$ cat src/verilog/mmr_pkg.sv
package mmr_pkg;

    // Register bus
    localparam int MMR_ADDR_W = 12;
    localparam int MMR_DATA_W = 32;
    localparam int MMR_STRB_W = MMR_DATA_W / 8;

    // Slot in bits 11:8 and word in bits 7:2
    localparam int MMR_SLOT_LSB = 8;
    localparam int MMR_SLOT_W = MMR_ADDR_W - MMR_SLOT_LSB;
    localparam int MMR_MEM_WORDS = 64;
    localparam int MMR_WADDR_W = $clog2(MMR_MEM_WORDS);

    // Only these device slots are mapped
    localparam logic [MMR_SLOT_W-1:0] MMR_SYS = 4'd0;   // Scratch memory
    localparam logic [MMR_SLOT_W-1:0] MMR_QSPI = 4'd1;  // QSPI master

    // Response codes as on the AXI bus
    localparam logic [1:0] RESP_OKAY = 2'b00;
    localparam logic [1:0] RESP_SLVERR = 2'b10;

endpackage

$ cat src/verilog/qspi_pkg.sv
package qspi_pkg;

    localparam int SPI_W = 4;  // Data lanes

    // Word offsets inside the QSPI slot
    localparam logic [1:0] QSPI_CTRL = 2'd0;
    localparam logic [1:0] QSPI_TX = 2'd1;
    localparam logic [1:0] QSPI_RX = 2'd2;
    localparam logic [1:0] QSPI_STAT = 2'd3;

    typedef struct packed {
        logic [14:0] rsvd_hi;
        logic        cs_hold;  // Keep CSn low after the shift
        logic [3:0]  count;    // Nibbles where 0 means 8
        logic [7:0]  div;      // SCK half period minus one
        logic [2:0]  rsvd_lo;
        logic        start;
    } qspi_ctrl_s;

    // Bus side writes the raw word and the engine reads the fields
    typedef union packed {
        logic [31:0] raw;
        qspi_ctrl_s  f;
    } qspi_ctrl_u;

endpackage

$ cat src/verilog/axil_slave_port.sv
`timescale 1ns/1ps

module axil_slave_port (
    input  logic                          aclk,
    input  logic                          rst_n,
    input  logic [mmr_pkg::MMR_ADDR_W-1:0] awaddr,
    input  logic                          awvalid,
    output logic                          awready,
    input  logic [mmr_pkg::MMR_DATA_W-1:0] wdata,
    input  logic [mmr_pkg::MMR_STRB_W-1:0] wstrb,
    input  logic                          wvalid,
    output logic                          wready,
    output logic [1:0]                    bresp,
    output logic                          bvalid,
    input  logic                          bready,
    input  logic [mmr_pkg::MMR_ADDR_W-1:0] araddr,
    input  logic                          arvalid,
    output logic                          arready,
    output logic [mmr_pkg::MMR_DATA_W-1:0] rdata,
    output logic [1:0]                    rresp,
    output logic                          rvalid,
    input  logic                          rready,
    output logic                          req_valid,
    output logic                          req_write,
    output logic [mmr_pkg::MMR_ADDR_W-1:0] req_addr,
    output logic [mmr_pkg::MMR_DATA_W-1:0] req_wdata,
    output logic [mmr_pkg::MMR_STRB_W-1:0] req_wstrb,
    input  logic                          rsp_valid,
    input  logic [mmr_pkg::MMR_DATA_W-1:0] rsp_rdata,
    input  logic                          rsp_err
);

    logic aw_seen, w_seen, is_write;
    logic wait_rsp, resp_pend, idle;
    logic aw_hs, w_hs, ar_hs, wr_go;
    logic [1:0] resp;

    assign idle = !(req_valid || wait_rsp || resp_pend);
    assign awready = idle && !aw_seen;
    assign wready = idle && !w_seen;
    // Write wins, so no read once either write half shows up
    assign arready = idle && !aw_seen && !w_seen && !awvalid && !wvalid;

    assign aw_hs = awvalid && awready;
    assign w_hs = wvalid && wready;
    assign ar_hs = arvalid && arready;
    assign wr_go = (aw_seen || aw_hs) && (w_seen || w_hs);

    assign bvalid = resp_pend && is_write;
    assign rvalid = resp_pend && !is_write;
    assign bresp = resp;
    assign rresp = resp;
    assign req_write = is_write;

    always_ff @(posedge aclk or negedge rst_n) begin
        if (!rst_n) begin
            aw_seen <= 1'b0;
            w_seen <= 1'b0;
            is_write <= 1'b0;
            req_valid <= 1'b0;
            wait_rsp <= 1'b0;
            resp_pend <= 1'b0;
        end else begin
            req_valid <= 1'b0;  // One-cycle pulse
            if (wr_go) begin
                req_valid <= 1'b1;
                is_write <= 1'b1;
                aw_seen <= 1'b0;
                w_seen <= 1'b0;
            end else if (ar_hs) begin
                req_valid <= 1'b1;
                is_write <= 1'b0;
            end else begin
                if (aw_hs) aw_seen <= 1'b1;
                if (w_hs) w_seen <= 1'b1;
            end
            if (req_valid) wait_rsp <= 1'b1;
            if (wait_rsp && rsp_valid) begin
                wait_rsp <= 1'b0;
                resp_pend <= 1'b1;
            end
            if ((bvalid && bready) || (rvalid && rready)) resp_pend <= 1'b0;
        end
    end

    always_ff @(posedge aclk) begin
        if (aw_hs) req_addr <= awaddr;
        else if (ar_hs) req_addr <= araddr;
        if (w_hs) begin
            req_wdata <= wdata;
            req_wstrb <= wstrb;
        end
        if (wait_rsp && rsp_valid) begin  // Held until taken
            rdata <= rsp_rdata;
            resp <= rsp_err ? mmr_pkg::RESP_SLVERR : mmr_pkg::RESP_OKAY;
        end
    end

endmodule

$ cat src/verilog/mmr_decoder.sv
`timescale 1ns/1ps

module mmr_decoder (
    input  logic                           aclk,
    input  logic                           rst_n,
    input  logic                           req_valid,
    input  logic                           req_write,
    input  logic [mmr_pkg::MMR_ADDR_W-1:0]  req_addr,
    input  logic [mmr_pkg::MMR_DATA_W-1:0]  req_wdata,
    input  logic [mmr_pkg::MMR_STRB_W-1:0]  req_wstrb,
    input  logic [mmr_pkg::MMR_DATA_W-1:0]  mem_rdata,
    input  logic [mmr_pkg::MMR_DATA_W-1:0]  qspi_rdata,
    output logic                           sel_mem,
    output logic                           sel_qspi,
    output logic                           write,
    output logic [mmr_pkg::MMR_WADDR_W-1:0] word_addr,
    output logic [mmr_pkg::MMR_DATA_W-1:0]  wdata,
    output logic [mmr_pkg::MMR_STRB_W-1:0]  wstrb,
    output logic                           rsp_valid,
    output logic [mmr_pkg::MMR_DATA_W-1:0]  rsp_rdata,
    output logic                           rsp_err
);

    logic [mmr_pkg::MMR_SLOT_W-1:0] slot;
    logic hit_mem, hit_qspi;
    logic qspi_q, err_q;

    assign slot = req_addr[mmr_pkg::MMR_ADDR_W-1:mmr_pkg::MMR_SLOT_LSB];
    assign hit_mem = slot == mmr_pkg::MMR_SYS;
    assign hit_qspi = slot == mmr_pkg::MMR_QSPI;

    // Device selects in the request cycle
    assign sel_mem = req_valid && hit_mem;
    assign sel_qspi = req_valid && hit_qspi;
    assign write = req_write;
    assign word_addr = req_addr[mmr_pkg::MMR_SLOT_LSB-1:2];
    assign wdata = req_wdata;
    assign wstrb = req_wstrb;

    always_ff @(posedge aclk or negedge rst_n) begin
        if (!rst_n) begin
            rsp_valid <= 1'b0;
            qspi_q <= 1'b0;
            err_q <= 1'b0;
        end else begin
            rsp_valid <= req_valid;
            if (req_valid) begin
                qspi_q <= hit_qspi;
                err_q <= !(hit_mem || hit_qspi);  // Unmapped slot
            end
        end
    end

    // Devices answer one cycle after select
    always_comb begin
        if (err_q)
            rsp_rdata = '0;
        else if (qspi_q)
            rsp_rdata = qspi_rdata;
        else
            rsp_rdata = mem_rdata;
    end

    assign rsp_err = err_q;

endmodule

$ cat src/verilog/qspi_master.sv
`timescale 1ns/1ps

module qspi_master (
    input  logic                           aclk,
    input  logic                           rst_n,
    input  logic                           sel_qspi,
    input  logic                           write,
    input  logic [mmr_pkg::MMR_WADDR_W-1:0] word_addr,
    input  logic [mmr_pkg::MMR_DATA_W-1:0]  wdata,
    input  logic [mmr_pkg::MMR_STRB_W-1:0]  wstrb,
    output logic [mmr_pkg::MMR_DATA_W-1:0]  qspi_rdata,
    output logic                           SCK,
    output logic                           CSn,
    output logic [qspi_pkg::SPI_W-1:0]      MOSI,
    input  logic [qspi_pkg::SPI_W-1:0]      MISO
);

    qspi_pkg::qspi_ctrl_u ctrl_q, ctrl_wr;
    logic [mmr_pkg::MMR_DATA_W-1:0] tx_q, rx_q, shift_q;
    logic [1:0] offset;
    logic [7:0] div_cnt;
    logic [3:0] nib_left;
    logic busy, ctrl_we, start, half_done;

    function automatic logic [31:0] merge(input logic [31:0] old_w, input logic [31:0] new_w,
                                          input logic [3:0] strb);
        logic [31:0] res;
        res = old_w;
        for (int b = 0; b < 4; b++) begin
            if (strb[b])
                res[8*b +: 8] = new_w[8*b +: 8];
        end
        return res;
    endfunction

    assign offset = word_addr[1:0];
    assign ctrl_we = sel_qspi && write && offset == qspi_pkg::QSPI_CTRL;
    always_comb ctrl_wr.raw = merge(ctrl_q.raw, wdata, wstrb);
    assign start = ctrl_we && ctrl_wr.f.start && !busy;  // Ignored while busy
    assign half_done = busy && div_cnt == ctrl_q.f.div;
    assign MOSI = shift_q[31:28];  // MS nibble first

    always_ff @(posedge aclk or negedge rst_n) begin
        if (!rst_n) begin
            ctrl_q.raw <= '0;
            shift_q <= '0;
            busy <= 1'b0;
            SCK <= 1'b0;
            CSn <= 1'b1;
            div_cnt <= '0;
            nib_left <= '0;
        end else if (busy) begin
            if (half_done) begin
                div_cnt <= '0;
                SCK <= !SCK;
                if (SCK) begin  // Falling edge shifts the next nibble out
                    shift_q <= shift_q << qspi_pkg::SPI_W;
                    nib_left <= nib_left - 4'd1;
                    if (nib_left == 4'd1) begin
                        busy <= 1'b0;
                        CSn <= !ctrl_q.f.cs_hold;
                    end
                end
            end else begin
                div_cnt <= div_cnt + 8'd1;
            end
        end else if (ctrl_we) begin
            ctrl_q.raw <= ctrl_wr.raw;
            ctrl_q.f.start <= 1'b0;  // Strobe only
            if (start) begin
                busy <= 1'b1;
                CSn <= 1'b0;
                SCK <= 1'b0;
                div_cnt <= '0;
                shift_q <= tx_q;
                nib_left <= (ctrl_wr.f.count == 4'd0) ? 4'd8 : ctrl_wr.f.count;
            end else if (!ctrl_wr.f.cs_hold) begin
                CSn <= 1'b1;  // Drop a held select
            end
        end
    end

    always_ff @(posedge aclk) begin
        if (sel_qspi && write && offset == qspi_pkg::QSPI_TX && !busy)
            tx_q <= merge(tx_q, wdata, wstrb);
        if (start)
            rx_q <= '0;
        else if (half_done && !SCK)  // Sample on rising SCK
            rx_q <= {rx_q[mmr_pkg::MMR_DATA_W-qspi_pkg::SPI_W-1:0], MISO};
        if (sel_qspi && !write) begin
            case (offset)
                qspi_pkg::QSPI_CTRL: qspi_rdata <= ctrl_q.raw;
                qspi_pkg::QSPI_TX:   qspi_rdata <= tx_q;
                qspi_pkg::QSPI_RX:   qspi_rdata <= rx_q;
                qspi_pkg::QSPI_STAT: qspi_rdata <= {31'd0, busy};
            endcase
        end
    end

endmodule

$ cat src/verilog/scratch_mem.sv
`timescale 1ns/1ps

module scratch_mem (
    input  logic                           aclk,
    input  logic                           rst_n,
    input  logic                           sel_mem,
    input  logic                           write,
    input  logic [mmr_pkg::MMR_WADDR_W-1:0] word_addr,
    input  logic [mmr_pkg::MMR_DATA_W-1:0]  wdata,
    input  logic [mmr_pkg::MMR_STRB_W-1:0]  wstrb,
    output logic [mmr_pkg::MMR_DATA_W-1:0]  mem_rdata
);

    logic [mmr_pkg::MMR_DATA_W-1:0] mem [mmr_pkg::MMR_MEM_WORDS];

    // Cleared on reset so readback is known
    always_ff @(posedge aclk or negedge rst_n) begin
        if (!rst_n) begin
            for (int i = 0; i < mmr_pkg::MMR_MEM_WORDS; i++) begin
                mem[i] <= '0;
            end
        end else if (sel_mem && write) begin
            for (int b = 0; b < mmr_pkg::MMR_STRB_W; b++) begin
                if (wstrb[b])
                    mem[word_addr][8*b +: 8] <= wdata[8*b +: 8];
            end
        end
    end

    always_ff @(posedge aclk) begin
        if (sel_mem && !write) mem_rdata <= mem[word_addr];  // One cycle latency
    end

endmodule

$ cat src/verilog/top.sv
`timescale 1ns/1ps

module top (
    input  logic                          aclk,
    input  logic                          rst_n,
    input  logic [mmr_pkg::MMR_ADDR_W-1:0] awaddr,
    input  logic                          awvalid,
    output logic                          awready,
    input  logic [mmr_pkg::MMR_DATA_W-1:0] wdata,
    input  logic [mmr_pkg::MMR_STRB_W-1:0] wstrb,
    input  logic                          wvalid,
    output logic                          wready,
    output logic [1:0]                    bresp,
    output logic                          bvalid,
    input  logic                          bready,
    input  logic [mmr_pkg::MMR_ADDR_W-1:0] araddr,
    input  logic                          arvalid,
    output logic                          arready,
    output logic [mmr_pkg::MMR_DATA_W-1:0] rdata,
    output logic [1:0]                    rresp,
    output logic                          rvalid,
    input  logic                          rready,
    output logic                          SCK,
    output logic                          CSn,
    output logic [qspi_pkg::SPI_W-1:0]     MOSI,
    input  logic [qspi_pkg::SPI_W-1:0]     MISO
);

    logic req_valid, req_write, rsp_valid, rsp_err;
    logic [mmr_pkg::MMR_ADDR_W-1:0] req_addr;
    logic [mmr_pkg::MMR_DATA_W-1:0] req_wdata, rsp_rdata;
    logic [mmr_pkg::MMR_STRB_W-1:0] req_wstrb;

    // Device side
    logic sel_mem, sel_qspi, write;
    logic [mmr_pkg::MMR_WADDR_W-1:0] word_addr;
    logic [mmr_pkg::MMR_DATA_W-1:0] dev_wdata, mem_rdata, qspi_rdata;
    logic [mmr_pkg::MMR_STRB_W-1:0] dev_wstrb;

    axil_slave_port port_i (
        .aclk, .rst_n,
        .awaddr, .awvalid, .awready, .wdata, .wstrb, .wvalid, .wready,
        .bresp, .bvalid, .bready, .araddr, .arvalid, .arready,
        .rdata, .rresp, .rvalid, .rready,
        .req_valid, .req_write, .req_addr, .req_wdata, .req_wstrb,
        .rsp_valid, .rsp_rdata, .rsp_err
    );

    mmr_decoder decoder_i (
        .aclk, .rst_n,
        .req_valid, .req_write, .req_addr, .req_wdata, .req_wstrb,
        .mem_rdata, .qspi_rdata,
        .sel_mem, .sel_qspi, .write, .word_addr,
        .wdata(dev_wdata), .wstrb(dev_wstrb),
        .rsp_valid, .rsp_rdata, .rsp_err
    );

    scratch_mem mem_i (
        .aclk, .rst_n, .sel_mem, .write, .word_addr,
        .wdata(dev_wdata), .wstrb(dev_wstrb), .mem_rdata
    );

    qspi_master qspi_i (
        .aclk, .rst_n, .sel_qspi, .write, .word_addr,
        .wdata(dev_wdata), .wstrb(dev_wstrb), .qspi_rdata,
        .SCK, .CSn, .MOSI, .MISO
    );

endmodule
$ cat config.mk
export PLATFORM = sky130hd
export DESIGN_NAME = top
export DESIGN_NICKNAME = d
export VERILOG_FILES = /design/src/verilog/mmr_pkg.sv /design/src/verilog/qspi_pkg.sv /design/src/verilog/axil_slave_port.sv /design/src/verilog/mmr_decoder.sv /design/src/verilog/qspi_master.sv /design/src/verilog/scratch_mem.sv /design/src/verilog/top.sv
export SDC_FILE = /design/constraint.sdc
export NUM_CORES = 2
export LEC_CHECK = 0
export BUFFER_PORTS_ARGS = -buffer_cell sky130_fd_sc_hd__buf_2
export CAP_MARGIN = 0
export CORE_ASPECT_RATIO = 0.9
export CORE_UTILIZATION = 55
export DETAILED_ROUTE_END_ITERATION = 10
export PLACE_DENSITY = 0.77
export SYNTH_ARGS = -nofsm -noshare
export SYNTH_HDL_FRONTEND = slang
export SYNTH_SLANG_ARGS = --single-unit
$ cat constraint.sdc
create_clock -name aclk -period 6.27 [get_ports aclk]
set_input_delay 1.5675 -clock aclk [delete_from_list [all_inputs] [get_ports aclk]]
set_output_delay 1.5675 -clock aclk [all_outputs]
set_load 0.01 [all_outputs]
==> flow_summary_export.csv <==
group,metric,value,unit
power,p_clk_frac,0.395,
critical_path,critPathKind,"reg -> reg",
sta,min_period_over_period,0.702,
place,dpl.cell_count,8942,
power,sw_frac_of_total,0.282,
synth,syn_inst,6640,
synth,synth_cell_type_count,61,
route,routed_via_density,6.44,
critical_path,cp.required,7.01,ns
route,antenna_left,0,
global_route,use_met1,0.426,
floorplanning,coreArea,0.191,mm2
sta,final_max_slew_viol_count,0,
finish,final_nets,6703,
route,drc_errors,41,
critical_path,cp.arrival,5.14,ns
cts,clk_pin_slew,0.06,ns
global_route,met2_usage,0.426,
global_route,antenna_found_initial,6,
cts,worstSkewPairLatency,0.86,ns
cts,cts_resized,0,
status,status,"finished, violations left",
cts,cts_hold_buf,0,
cts,cts_tree,"built",
global_route,gr-total-overflow,0,
place,port-buffer-count,111,
cts,cts_buffers,226,
sta,rsz0062_at_grt,"false",
synth,ys_seq_area_frac,0.560,
route,wirelength,281000,um
power,intPower,24.9,mW
route,vias,60341,
synth,synth_edf_count,175,
power,p_per_area,298,mW/mm2
sta,hold_viol_final,0,
cts,post_cts_buffers,0,
finish,multi_input_area,0.0447,mm2
floorplanning,start_util,0.555,
synth,ys_seq_elements,2342,
power,switching_power,9.79,mW
status,violations,"DRC",
synth,async_reset_ff_frac,0.912,
place,dpl.hpwl,176000,um
route,post_drt_wl_per_cell,30.0,um
sta,tightest_slew,1.31,ns
floorplanning,die_width,465,um
route,dr.pass1.iters,11,
power,pwr-share-seq,0.464,
critical_path,path_max_fanout,12,
finish,fillerInstances,13795,
hold_path,hp-class,"reg -> reg",
power,comb_power_share,0.141,
finish,regArea,0.0593,mm2
finish,fin_cells,9364,
cts,cts_root_buf,"clkbuf_16",
route,first_iter_violations,5821,
finish,drive_above_1_share,0.516,
floorplanning,die_area,0.194,mm2
sta,fin_crit,4.40,ns
sta,fmaxAchievable,227,MHz
cts,clock_sinks,2342,
power,power_leakage,53.9,nW
finish,area_growth,10.0,%
critical_path,start_kind,"flop",
critical_path,cp-end-kind,"flop",
finish,layout_common_cells,"2133 x dfrtp_1, 2127 x mux2_2, 514 x mux4_2, 261 x mux2i_1, 229 x clkbuf_16",
sta,tns,0,ns
cts,clockBufferDepth,3,
floorplanning,ios,118,
global_route,busiest_layer,"met2",
cts,htree_num_levels,4,
place,gp_congestion,0.861,
flow_run,max_cap_violations,0,
global_route,grt_pass1_wl,423000,um
floorplanning,num_rows,152,
floorplanning,fp.dieH,418,um
sta,max_slew_margin,0.122,
finish,final_common_cell,"dfrtp_1",
global_route,grt_max_degree,189,
global_route,met3_usage,0.0779,
sta,skew,0.0433,ns
power,ir_drop,0.249,mV
synth,synth_ff_type,"dfrtp_1",
synth,syn_area,0.106,mm2
global_route,grt_pass1_vias,62510,
sta,setup_viol,0,
synth,ys.warnings.count,0,
global_route,grtUsageTotal,0.294,
synth,syn_avg_cell_area,16.0,um2
==> cell families after synthesis <==
logic type,after synthesis,synth area share
xor gates and xnor gates,10,0.000827
and+or+nand+nor,587,0.0394
muxes,2923,0.362
adders and majority gates,3,0.000354
buffers and inverters,493,0.0194
DFF,2342,0.560
other,1,0.0000354
AOI/OAI and AO/OA,281,0.0177
==> power groups by stage <==
stage | logic (mW) | registers (mW) | clock network, mW
after global routing | 5.10 | 16.2 | 14.5
after detailed placement | 4.82 | 16.4 | 0
after global placement | 4.74 | 16.4 | 0
after CTS | 4.84 | 16.1 | 13.9
after floorplan | 2.98 | 16.2 | 0
final | 4.88 | 16.1 | 13.7
==> metrics by stage <==
stage	total power [mW]	util	hold slack (ns)	cell area [um2]	setup WS (ns)
4_1_cts	34.8	0.610	0.484	117000	2.08
2_1_floorplan	19.2	-	0.423	106000	2.59
3_3_place_gp	21.1	0.571	0.462	109000	2.13
3_5_place_dp	21.2	0.571	0.469	109000	2.12
5_1_grt	35.7	0.610	0.499	117000	1.88
6_report	34.7	0.610	0.477	117000	1.87
==> state kept, by name, summed over array words and instances, names as in the netlist, 10 cells and up <==
name               count
mem_i.mem           2048
mem_i.mem_rdata       32
port_i.rdata          32
port_i.req_wdata      32
qspi_i.qspi_rdata     32
qspi_i.rx_q           32
qspi_i.shift_q        32
qspi_i.tx_q           32
qspi_i.ctrl_q         31
port_i.req_addr       10
==> path summary, 6_finish.rpt <==
kind,from,endpoint,cells after the start,slack [ns]
worst max-delay path,port_i.req_addr[6],mem_i.mem[698],6,1.87
worst min-delay path,mem_i.mem[1460],mem_i.mem[1460],1,0.48
worst max register to register,port_i.req_addr[6],mem_i.mem[698],6,1.87
worst min register to register,mem_i.mem[1460],mem_i.mem[1460],1,0.48
max in group asynchronous,rst_n,mem_i.mem[548],3,3.87
min in group asynchronous,rst_n,mem_i.mem[190],1,0.60
==> Yosys cell counts, drive strengths merged (11+ instances only) <==
master / n / area [um2]
nor2: 342 / 2980
dfxtp: 32 / 641
dfrtp: 2134 / 53400
o21ai: 44 / 220
nor3: 21 / 115
nand2: 148 / 576
edfxtp: 175 / 5260
nand3: 11 / 55.1
mux4: 514 / 11600
o22ai: 58 / 363
inv: 13 / 48.8
a22oi: 75 / 563
mux2i: 261 / 2610
mux2: 2148 / 24200
buf: 154 / 781
o221ai: 16 / 140
clkbuf: 325 / 1220
a21oi: 44 / 220
==> worst max-delay path, stage by stage (launching register included) <==
cell	delay, ns
edfxtp_1	0.52
nand2b_1	0.53
buf_4	0.39
nor2_1	0.70
nand2_1	0.93
nor2_2	0.79
mux2_2	0.40
==> layout make-up <==
type                       instances  share of cell area
timing repair buffer             239              0.0155
tap                             2541              0.0273
inverter                          14            0.000537
antenna                            3           0.0000644
clock buffer                     337              0.0569
clock inverter                    82             0.00746
sequential                      2342               0.509
multi-input combinational       3806               0.383
==> metal layers <==
layer | up-vias | part of all wire
met4 | 4 | 0.043
met3 | 526 | 0.090
met2 | 2286 | 0.44
li1 | 24747 | -
met1 | 32778 | 0.43
met5 | - | 0.000089
No activity file was read; power rests on OpenSTA's default activity.
